$ cat src/rtl/idecPkg.sv
// instruction decoder definitions
package idecPkg;

	// ==============================
	// basic types
	// ==============================

	// bits 9..6 major opcode, bits 39..35 function field
	typedef logic [39:0] instrT;

	// register 0 means no destination
	typedef logic [5:0] regAddrT;

	typedef enum logic [2:0] {
		unitNone   = 3'd0,
		unitBranch = 3'd1,
		unitAlu    = 3'd2,
		unitFpu    = 3'd3,
		unitLoad   = 3'd4,
		unitStore  = 3'd5
	} unitE;

	typedef enum logic [2:0] {
		byt   = 3'd0,
		wyde  = 3'd1,
		tetra = 3'd2,
		penta = 3'd3,
		octa  = 3'd4,
		deci  = 3'd5
	} memSizeE;

	// ==============================
	// opcodes
	// ==============================

	// branch unit major opcodes
	localparam logic [3:0] opBcc  = 4'd0;
	localparam logic [3:0] opBbc  = 4'd1;
	localparam logic [3:0] opBrk  = 4'd2;
	localparam logic [3:0] opJal  = 4'd3;
	localparam logic [3:0] opBeqi = 4'd4;
	localparam logic [3:0] opRet  = 4'd5;
	localparam logic [3:0] opJmp  = 4'd8;
	localparam logic [3:0] opChk  = 4'd9;
	localparam logic [3:0] opChki = 4'd10;
	localparam logic [3:0] opRti  = 4'd11;

	// sub-functions of the rti opcode
	localparam logic [4:0] fnRti  = 5'd0;
	localparam logic [4:0] fnSync = 5'd1;
	localparam logic [4:0] fnRex  = 5'd2;
	localparam logic [4:0] fnSei  = 5'd3;

	// load unit major opcodes
	localparam logic [3:0] opLdb  = 4'd0;
	localparam logic [3:0] opLdbu = 4'd1;
	localparam logic [3:0] opLdw  = 4'd2;
	localparam logic [3:0] opLdwu = 4'd3;
	localparam logic [3:0] opLdt  = 4'd4;
	localparam logic [3:0] opLdtu = 4'd5;
	localparam logic [3:0] opLdp  = 4'd6;
	localparam logic [3:0] opLdo  = 4'd7;
	localparam logic [3:0] opLdd  = 4'd8;
	localparam logic [3:0] opLea  = 4'd9;
	localparam logic [3:0] opMlx  = 4'd15;

	// store unit major opcodes
	localparam logic [3:0] opStb   = 4'd0;
	localparam logic [3:0] opStw   = 4'd2;
	localparam logic [3:0] opStt   = 4'd4;
	localparam logic [3:0] opStp   = 4'd6;
	localparam logic [3:0] opSto   = 4'd7;
	localparam logic [3:0] opStd   = 4'd8;
	localparam logic [3:0] opPush  = 4'd10;
	localparam logic [3:0] opPushc = 4'd11;
	localparam logic [3:0] opCas   = 4'd12;
	localparam logic [3:0] opMsx   = 4'd15;

	// barrier functions of the indexed store
	localparam logic [4:0] fnMemdb = 5'd16;
	localparam logic [4:0] fnMemsb = 5'd17;

	// ==============================
	// decoded record, 32 bits
	// ==============================

	typedef struct packed {
		logic    spare;
		unitE    unit;
		logic    isBranch;
		logic    isJal;
		logic    isRet;
		logic    isJmp;
		logic    isBrk;
		logic    isIrq;
		logic    isRti;
		logic    isRex;
		logic    isSei;
		logic    isSync;
		logic    isChk;
		logic    btbUpdate;
		logic    isLoad;
		logic    isStore;
		logic    isMem;
		logic    isPush;
		logic    isMemNdx;
		logic    isRmw;
		logic    isMemdb;
		logic    isMemsb;
		memSizeE memSize;
		logic    isAcquire;
		logic    isRelease;
		logic    preload;
		logic    canException;
		logic    regWrite;
	} decodedT;

endpackage

$ cat src/rtl/branchDecoder.sv
// branch unit decoder
`timescale 1ns/1ps

module branchDecoder (
	input  logic          clk,
	input  logic          rstN,
	input  logic          stage1Load,
	input  idecPkg::instrT instr,
	output logic          isBranch,
	output logic          isJal,
	output logic          isRet,
	output logic          isJmp,
	output logic          isBrk,
	output logic          isIrq,
	output logic          isRti,
	output logic          isRex,
	output logic          isSei,
	output logic          isSync,
	output logic          isChk,
	output logic          brCanException
);
	import idecPkg::*;

	logic [3:0] opcode;
	logic [4:0] fn;
	logic       rtiOp;
	logic       brkD;
	logic       rtiD;
	logic       chkD;

	assign opcode = instr[9:6];
	assign fn     = instr[39:35];

	// rti opcode also carries sync, rex and sei
	assign rtiOp = opcode == opRti;
	assign brkD  = opcode == opBrk;
	assign rtiD  = rtiOp && fn == fnRti;
	assign chkD  = opcode == opChk || opcode == opChki;

	always_ff @(posedge clk) begin
		if (!rstN) begin
			isBranch       <= 1'b0;
			isJal          <= 1'b0;
			isRet          <= 1'b0;
			isJmp          <= 1'b0;
			isBrk          <= 1'b0;
			isIrq          <= 1'b0;
			isRti          <= 1'b0;
			isRex          <= 1'b0;
			isSei          <= 1'b0;
			isSync         <= 1'b0;
			isChk          <= 1'b0;
			brCanException <= 1'b0;
		end else if (stage1Load) begin
			// only the directly predictable forms
			isBranch       <= opcode == opBcc || opcode == opBbc || opcode == opBeqi;
			isJal          <= opcode == opJal;
			isRet          <= opcode == opRet;
			isJmp          <= opcode == opJmp;
			isBrk          <= brkD;
			isIrq          <= brkD && instr[39];
			isRti          <= rtiD;
			isRex          <= rtiOp && fn == fnRex;
			isSei          <= rtiOp && fn == fnSei;
			isSync         <= (rtiOp && fn == fnSync) || rtiD || brkD;
			isChk          <= chkD;
			brCanException <= brkD || chkD;
		end
	end

	// the jump-class opcodes are mutually exclusive
	assert property (@(posedge clk) disable iff (!rstN)
		$onehot0({isJal, isRet, isJmp, isBrk}))
		else $error("more than one of jal, ret, jmp, brk decoded");

endmodule

$ cat src/rtl/memDecoder.sv
// load and store unit decoder
`timescale 1ns/1ps

module memDecoder (
	input  logic            clk,
	input  logic            rstN,
	input  logic            stage1Load,
	input  idecPkg::instrT  instr,
	input  logic            isStoreUnit,
	output logic            isPush,
	output logic            isMemNdx,
	output logic            isRmw,
	output logic            isMemdb,
	output logic            isMemsb,
	output logic            isAcquire,
	output logic            isRelease,
	output idecPkg::memSizeE memSize
);
	import idecPkg::*;

	// size table of the load unit, 5-bit code covers the mlx function field
	function automatic memSizeE loadSize(input logic [4:0] code);
		case (code)
			{1'b0, opLdb}, {1'b0, opLdbu}: loadSize = byt;
			{1'b0, opLdw}, {1'b0, opLdwu}: loadSize = wyde;
			{1'b0, opLdt}, {1'b0, opLdtu}: loadSize = tetra;
			{1'b0, opLdp}:                 loadSize = penta;
			{1'b0, opLdo}:                 loadSize = octa;
			default:                       loadSize = deci;
		endcase
	endfunction

	// size table of the store unit
	function automatic memSizeE storeSize(input logic [4:0] code);
		case (code)
			{1'b0, opStb}: storeSize = byt;
			{1'b0, opStw}: storeSize = wyde;
			{1'b0, opStt}: storeSize = tetra;
			{1'b0, opStp}: storeSize = penta;
			{1'b0, opSto}: storeSize = octa;
			default:       storeSize = deci;
		endcase
	endfunction

	logic [3:0] opcode;
	logic [4:0] fn;
	logic       ndxD;
	logic [4:0] sizeCode;
	memSizeE    sizeD;

	assign opcode = instr[9:6];
	assign fn     = instr[39:35];

	// indexed forms take their size from the function field
	// mlx and msx share one major opcode
	assign ndxD     = opcode == opMlx;
	assign sizeCode = ndxD ? fn : {1'b0, opcode};
	assign sizeD    = isStoreUnit ? storeSize(sizeCode) : loadSize(sizeCode);

	always_ff @(posedge clk) begin
		if (!rstN) begin
			isPush    <= 1'b0;
			isMemNdx  <= 1'b0;
			isRmw     <= 1'b0;
			isMemdb   <= 1'b0;
			isMemsb   <= 1'b0;
			isAcquire <= 1'b0;
			isRelease <= 1'b0;
			memSize   <= byt;
		end else if (stage1Load) begin
			isPush    <= isStoreUnit && (opcode == opPush || opcode == opPushc);
			isMemNdx  <= ndxD;
			isRmw     <= isStoreUnit && (opcode == opCas || (ndxD && fn == {1'b0, opCas}));
			isMemdb   <= isStoreUnit && ndxD && fn == fnMemdb;
			isMemsb   <= isStoreUnit && ndxD && fn == fnMemsb;
			isAcquire <= instr[39];
			isRelease <= instr[38];
			memSize   <= sizeD;
		end
	end

	// a single msx carries one barrier kind only
	assert property (@(posedge clk) disable iff (!rstN) !(isMemdb && isMemsb))
		else $error("memdb and memsb decoded together");

endmodule

$ cat src/rtl/decodeCombine.sv
// decode merge and pipeline control
`timescale 1ns/1ps

module decodeCombine #(
	parameter bit debugSupport = 1'b1
) (
	input  logic             clk,
	input  logic             rstN,
	input  logic             inValid,
	output logic             inReady,
	input  idecPkg::unitE    inUnit,
	input  idecPkg::regAddrT inRt,
	input  logic             inDebugOn,
	output logic             stage1Load,
	output logic             isStoreUnit,
	input  logic             isBranch,
	input  logic             isJal,
	input  logic             isRet,
	input  logic             isJmp,
	input  logic             isBrk,
	input  logic             isIrq,
	input  logic             isRti,
	input  logic             isRex,
	input  logic             isSei,
	input  logic             isSync,
	input  logic             isChk,
	input  logic             brCanException,
	input  logic             isPush,
	input  logic             isMemNdx,
	input  logic             isRmw,
	input  logic             isMemdb,
	input  logic             isMemsb,
	input  logic             isAcquire,
	input  logic             isRelease,
	input  idecPkg::memSizeE memSize,
	output logic             outValid,
	input  logic             outReady,
	output idecPkg::decodedT outDecoded
);
	import idecPkg::*;

	logic    stage1Valid;
	logic    stage2Valid;
	logic    stage1Free;
	logic    stage2Free;
	unitE    unitQ;
	regAddrT rtQ;
	logic    debugQ;
	logic    brU;
	logic    ldU;
	logic    stU;
	logic    memU;
	decodedT nextRec;

	// ==============================
	// handshake
	// ==============================

	assign stage2Free  = !stage2Valid || outReady;
	assign stage1Free  = !stage1Valid || stage2Free;
	assign inReady     = stage1Free;
	assign stage1Load  = inValid && stage1Free;
	assign isStoreUnit = inUnit == unitStore;
	assign outValid    = stage2Valid;

	always_ff @(posedge clk) begin
		if (!rstN) begin
			stage1Valid <= 1'b0;
			stage2Valid <= 1'b0;
		end else begin
			if (stage1Free)
				stage1Valid <= inValid;
			if (stage2Free)
				stage2Valid <= stage1Valid;
		end
	end

	// stage 1 side data, next to the decoder flag registers
	always_ff @(posedge clk) begin
		if (stage1Load) begin
			unitQ  <= inUnit;
			rtQ    <= inRt;
			debugQ <= inDebugOn;
		end
	end

	// ==============================
	// merge
	// ==============================

	assign brU  = unitQ == unitBranch;
	assign ldU  = unitQ == unitLoad;
	assign stU  = unitQ == unitStore;
	assign memU = ldU || stU;

	always_comb begin
		nextRec           = '0;
		nextRec.unit      = unitQ;
		nextRec.isBranch  = brU && isBranch;
		nextRec.isJal     = brU && isJal;
		nextRec.isRet     = brU && isRet;
		nextRec.isJmp     = brU && isJmp;
		nextRec.isBrk     = brU && isBrk;
		nextRec.isIrq     = brU && isIrq;
		nextRec.isRti     = brU && isRti;
		nextRec.isRex     = brU && isRex;
		nextRec.isSei     = brU && isSei;
		nextRec.isSync    = brU && isSync;
		nextRec.isChk     = brU && isChk;
		// targets that the btb cannot know ahead of time
		nextRec.btbUpdate = brU && (isJal || isRet || isBrk || isRti);
		nextRec.isLoad    = ldU;
		nextRec.isStore   = stU;
		nextRec.isMem     = memU;
		nextRec.isPush    = memU && isPush;
		nextRec.isMemNdx  = memU && isMemNdx;
		nextRec.isRmw     = memU && isRmw;
		nextRec.isMemdb   = memU && isMemdb;
		nextRec.isMemsb   = memU && isMemsb;
		nextRec.memSize   = memU ? memSize : byt;
		nextRec.isAcquire = memU && isAcquire;
		nextRec.isRelease = memU && isRelease;
		nextRec.preload   = ldU && rtQ == '0;
		nextRec.canException = (debugSupport && debugQ) || (brU && brCanException) || ldU;
		nextRec.regWrite  = rtQ != '0 && (unitQ == unitAlu || ldU
			|| (memU && (isPush || isRmw)) || (brU && (isJal || isRet)));
	end

	always_ff @(posedge clk) begin
		if (stage1Valid && stage2Free)
			outDecoded <= nextRec;
	end

	// a stalled result must not change before it is taken
	assert property (@(posedge clk) disable iff (!rstN)
		(outValid && !outReady) |=> (outValid && $stable(outDecoded)))
		else $error("output record changed while stalled");

endmodule

$ cat src/rtl/instrDecoder.sv
// instruction decoder top
`timescale 1ns/1ps

module instrDecoder #(
	parameter bit debugSupport = 1'b1
) (
	input  logic             clk,
	input  logic             rstN,
	input  logic             inValid,
	output logic             inReady,
	input  idecPkg::unitE    inUnit,
	input  idecPkg::instrT   inInstr,
	input  idecPkg::regAddrT inRt,
	input  logic             inDebugOn,
	output logic             outValid,
	input  logic             outReady,
	output idecPkg::decodedT outDecoded
);
	import idecPkg::*;

	logic    stage1Load;
	logic    isStoreUnit;
	logic    isBranch, isJal, isRet, isJmp, isBrk, isIrq;
	logic    isRti, isRex, isSei, isSync, isChk, brCanException;
	logic    isPush, isMemNdx, isRmw, isMemdb, isMemsb;
	logic    isAcquire, isRelease;
	memSizeE memSize;

	// control-flow flags
	branchDecoder i_branchDecoder (
		.clk(clk), .rstN(rstN), .stage1Load(stage1Load), .instr(inInstr),
		.isBranch(isBranch), .isJal(isJal), .isRet(isRet), .isJmp(isJmp),
		.isBrk(isBrk), .isIrq(isIrq), .isRti(isRti), .isRex(isRex),
		.isSei(isSei), .isSync(isSync), .isChk(isChk),
		.brCanException(brCanException)
	);

	// memory flags
	memDecoder i_memDecoder (
		.clk(clk), .rstN(rstN), .stage1Load(stage1Load), .instr(inInstr),
		.isStoreUnit(isStoreUnit), .isPush(isPush), .isMemNdx(isMemNdx),
		.isRmw(isRmw), .isMemdb(isMemdb), .isMemsb(isMemsb),
		.isAcquire(isAcquire), .isRelease(isRelease), .memSize(memSize)
	);

	decodeCombine #(.debugSupport(debugSupport)) i_decodeCombine (
		.clk(clk), .rstN(rstN), .inValid(inValid), .inReady(inReady),
		.inUnit(inUnit), .inRt(inRt), .inDebugOn(inDebugOn),
		.stage1Load(stage1Load), .isStoreUnit(isStoreUnit),
		.isBranch(isBranch), .isJal(isJal), .isRet(isRet), .isJmp(isJmp),
		.isBrk(isBrk), .isIrq(isIrq), .isRti(isRti), .isRex(isRex),
		.isSei(isSei), .isSync(isSync), .isChk(isChk),
		.brCanException(brCanException), .isPush(isPush),
		.isMemNdx(isMemNdx), .isRmw(isRmw), .isMemdb(isMemdb),
		.isMemsb(isMemsb), .isAcquire(isAcquire), .isRelease(isRelease),
		.memSize(memSize), .outValid(outValid), .outReady(outReady),
		.outDecoded(outDecoded)
	);

endmodule

$ cat config.mk
export PLATFORM = sky130hd
export DESIGN_NAME = instrDecoder
export DESIGN_NICKNAME = d
export VERILOG_FILES = /design/src/rtl/idecPkg.sv /design/src/rtl/branchDecoder.sv /design/src/rtl/memDecoder.sv /design/src/rtl/decodeCombine.sv /design/src/rtl/instrDecoder.sv
export SDC_FILE = /design/constraint.sdc
export NUM_CORES = 1
export LEC_CHECK = 0
export ABC_AREA = 1
export BUFFER_PORTS_ARGS = -buffer_cell sky130_fd_sc_hd__buf_4
export CORE_MARGIN = 8
export CORE_UTILIZATION = 52
export CTS_BUF_LIST = sky130_fd_sc_hd__clkbuf_8
export DETAILED_ROUTE_END_ITERATION = 10
export GPL_TIMING_DRIVEN = 0
export PLACE_DENSITY = 0.86
export REMOVE_ABC_BUFFERS = 1
export SLEW_MARGIN = 20
export SYNTH_ARGS = -nofsm -noshare
export SYNTH_HDL_FRONTEND = slang
export SYNTH_SLANG_ARGS = --single-unit
$ cat constraint.sdc
create_clock -name clk -period 2.9 [get_ports clk]
set_input_delay 0.145 -clock clk [delete_from_list [all_inputs] [get_ports clk]]
set_output_delay 0.145 -clock clk [all_outputs]
set_load 0.05 [all_outputs]
==> flow_summary.json <==
{
  "outcome": "finished clean",
  "syn_area_um2": 2680,
  "die-area_um2": 7720,
  "grt_setup_unrepaired": "false",
  "layout.cells.most_common": "buf_4",
  "synth_top_family_by_area": "simple AND/OR/NAND/NOR gates",
  "yosysSeqAreaShare": 0.638,
  "synthTopCellsByArea": "edfxtp_1 (46%), dfxtp_1 (18%), inv_1 (5.6%)",
  "grt_pass1_vias": 1958,
  "synth_xor_area_frac": 0,
  "io_buffer_count": 55,
  "min-delay-start": "inUnit[0]",
  "yosys.area_share.simple": 0.182,
  "finalSetupTns_ps": 0,
  "worstSetupStartpointType": "flip-flop",
  "yosys_warnings": 0,
  "path_common_cell": "nand3_1",
  "ctsLongestPathBuffers": 2,
  "path_cells": "nand3_1 -> nand2_2 -> inv_2 -> o21ai_0 -> clkinv_1 -> nand3_1 -> nand2_1 -> inv_1",
  "drive_above_1_share": 0.265,
  "hold_path.class": "primary input to flip-flop",
  "dr.pass1.iters": 4,
  "initial_utilization": 0.532,
  "cts_buffers": 9,
  "rrSetupSlack_ps": 1040,
  "critical_path.max_fanout": 27,
  "core_um2": 5040,
  "clock_latency_ps": 320,
  "syn2layout_area_growth_pct": 28.5,
  "finalCritPeriodShare": 0.640,
  "synthMuxAreaShare": 0,
  "cap_violations": 0,
  "grt_first_pass_wirelength_mm": 8.92,
  "drtIter0Drc": 105,
  "tightest_slew_ps": 499,
  "htreeDepth": 3,
  "drt_wl_total_mm": 5.46,
  "grt_overflow_total": 0,
  "power_density_nw_per_um2": 562,
  "grt_max_degree": 28,
  "min_path_cells": 1,
  "grt_usage": 0.150,
  "relSlewSlack": 0.666,
  "dr_wl_met2_mm": 2.63,
  "crit_family": "simple AND/OR/NAND/NOR gates",
  "cts_num_sinks": 65,
  "wl_met3_um": 361,
  "most-common-layout-cells": "buf_4 (55), inv_1 (42), edfxtp_1 (41)",
  "num_vias": 2000,
  "wl_met1_mm": 2.40,
  "yosysTopAreaCell": "edfxtp_1",
  "dp_hpwl_mm": 4.04,
  "finClkSkew_ps": 8.75,
  "synth-compound-area-share": 0.0979,
  "timing.rr.start": "i_decodeCombine.outValid$_SDFFE_PN0P_",
  "fp-row-count": 26,
  "postCtsSetupRepairBufs": 0,
  "final_util": 0.684,
  "path_clk_slew_ps": 70,
  "drcViolationCount": 0,
  "top_level_ports": 88,
  "peakVddDrop_mv": 0.310,
  "top_layer": "met4",
  "viasPerCell": 4.88,
  "worst-path-buf-inv": 3,
  "die_y_um": 87.8,
  "syn_inst": 266,
  "final_nets": 389,
  "critPathRequiredTime_ps": 3130,
  "place_congestion": 0.913,
  "synthAdderAreaFrac": 0,
  "drtAntennaViolNets": 0,
  "holdPathEnd": "i_decodeCombine.unitQ[0]$_DFFE_PP_",
  "whs_ps": 25.4,
  "final_max_slew_viol_count": 0,
  "fill_cells": 376,
  "dieWidth_um": 87.8,
  "ctsResizeCount": 0,
  "wl_per_cell_um": 13.3,
  "critPathKind": "flip-flop to flip-flop",
  "cp-end-kind": "flip-flop",
  "reg2reg_depth": 8,
  "setup_viol": 0,
  "diodes": 0,
  "cts-root-buf": "clkbuf_8",
  "ys_types": 33,
  "ys_ff_latch": 65,
  "cp.arrival_ps": 2080,
  "p_leak_nw": 1.44,
  "antenna_found_initial": 0,
  "worst_path_max_delay_cell": "inv_2",
  "max_freq_mhz": 539,
  "hold_viol": 0,
  "cts_tree": "yes",
  "post-route-min-period_ps": 1860,
  "avgSynthCellArea_um2": 10.1,
  "cpPeakStageDelay_ps": 450,
  "post-synth-top-area-fraction": 0.459,
  "rr_endpoint": "i_memDecoder.memSize[2]$_SDFFE_PN0P_"
}
flip-flops by register name, indices dropped and copies added, names as in the netlist, 3 cells and up:
register	cells
i_memDecoder.memSize	3
i_decodeCombine.rtQ	6
i_decodeCombine.unitQ	3
i_decodeCombine.outDecoded	31
synth_stat cells:
library cell  count
edfxtp_1         41
inv_1            40
nor2_1           37
nand2_1          30
dfxtp_1          24
a21oi_1          20
nand3_1           9
o21ai_0           7
o21ai_1           7
nand2_2           6
nand4_1           6
inv_2             5
a211oi_1          3
a31oi_1           3
clkbuf_1          3
nand2_4           3
nand3_2           3
buf_2             2
clkinv_1          2
nor4_1            2
a211oi_2          1
a22oi_1           1
a41oi_1           1
buf_4             1
buf_6             1
conb_1            1
nor2_8            1
nor3_1            1
nor3_2            1
o2111ai_1         1
o21a_1            1
o22ai_1           1
or2_1             1
where the power goes:
part,internal [mW],switching (mW)
clock network,0.346,0.313
logic,0.0798,0.160
registers,1.02,0.0143
stage by stage:
| stage | cells | total power, mW | worst slack [ps] | area, µm² |
|---|---|---|---|---|
| finish | 410 | 1.94 | 1040 | 3450 |
| global route | 410 | 2.02 | 844 | 3450 |
| CTS | 408 | 1.94 | 1060 | 3430 |
| detailed placement | 385 | 1.29 | 1080 | 3180 |
| global placement | 384 | 1.27 | 52.1 | 3140 |
| floorplan | 259 | 1.20 | 347 | 2640 |
routing by layer:
metal | global-route usage | vias up
li1 | - | 1020
met1 | 0.183 | 903
met2 | 0.237 | 70
met3 | 0.0497 | 7
met4 | 0.0641 | 0
met5 | 0 | -
cell type report:
class	count	area, µm²	area share
clock buffers	11	151	0.0439
clock inverters	5	23.8	0.00689
inverters	47	176	0.0512
multi-input cells	147	767	0.222
flip-flops and latches	65	1710	0.496
well taps	70	87.6	0.0254
repair buffers	65	531	0.154
logic make-up after synthesis:
family | after synthesis
AO/OA/AOI/OAI | 46
AND/OR/NAND/NOR | 100
flip-flops | 65
other | 1
buffers and inverters | 54
timing repair:
action / CTS / global route
hold buffers: 7 / 2
endpoints found under the setup margin: 0 / 0
endpoints found under the hold margin: 7 / 2
worst max path at each step:
stage / depth (start not counted) / slack [ps] / start / to
6_report: 8 / 1040 / i_decodeCombine.outValid$_SDFFE_PN0P_ / i_memDecoder.memSize[2]$_SDFFE_PN0P_
5_1_grt: 8 / 840 / i_decodeCombine.outValid$_SDFFE_PN0P_ / i_memDecoder.memSize[2]$_SDFFE_PN0P_
3_5_place_dp: 8 / 1080 / i_decodeCombine.outValid$_SDFFE_PN0P_ / i_memDecoder.memSize[2]$_SDFFE_PN0P_
2_1_floorplan: 1 / 350 / i_decodeCombine.outValid$_SDFFE_PN0P_ / i_decodeCombine.outDecoded[0]$_DFFE_PP_
3_3_place_gp: 2 / 50 / i_decodeCombine.stage1Valid$_SDFFE_PN0N_ / i_decodeCombine.outDecoded[23]$_DFFE_PP_
4_1_cts: 8 / 1060 / i_decodeCombine.outValid$_SDFFE_PN0P_ / i_memDecoder.memSize[2]$_SDFFE_PN0P_
No activity file was read; power rests on OpenSTA's default activity.
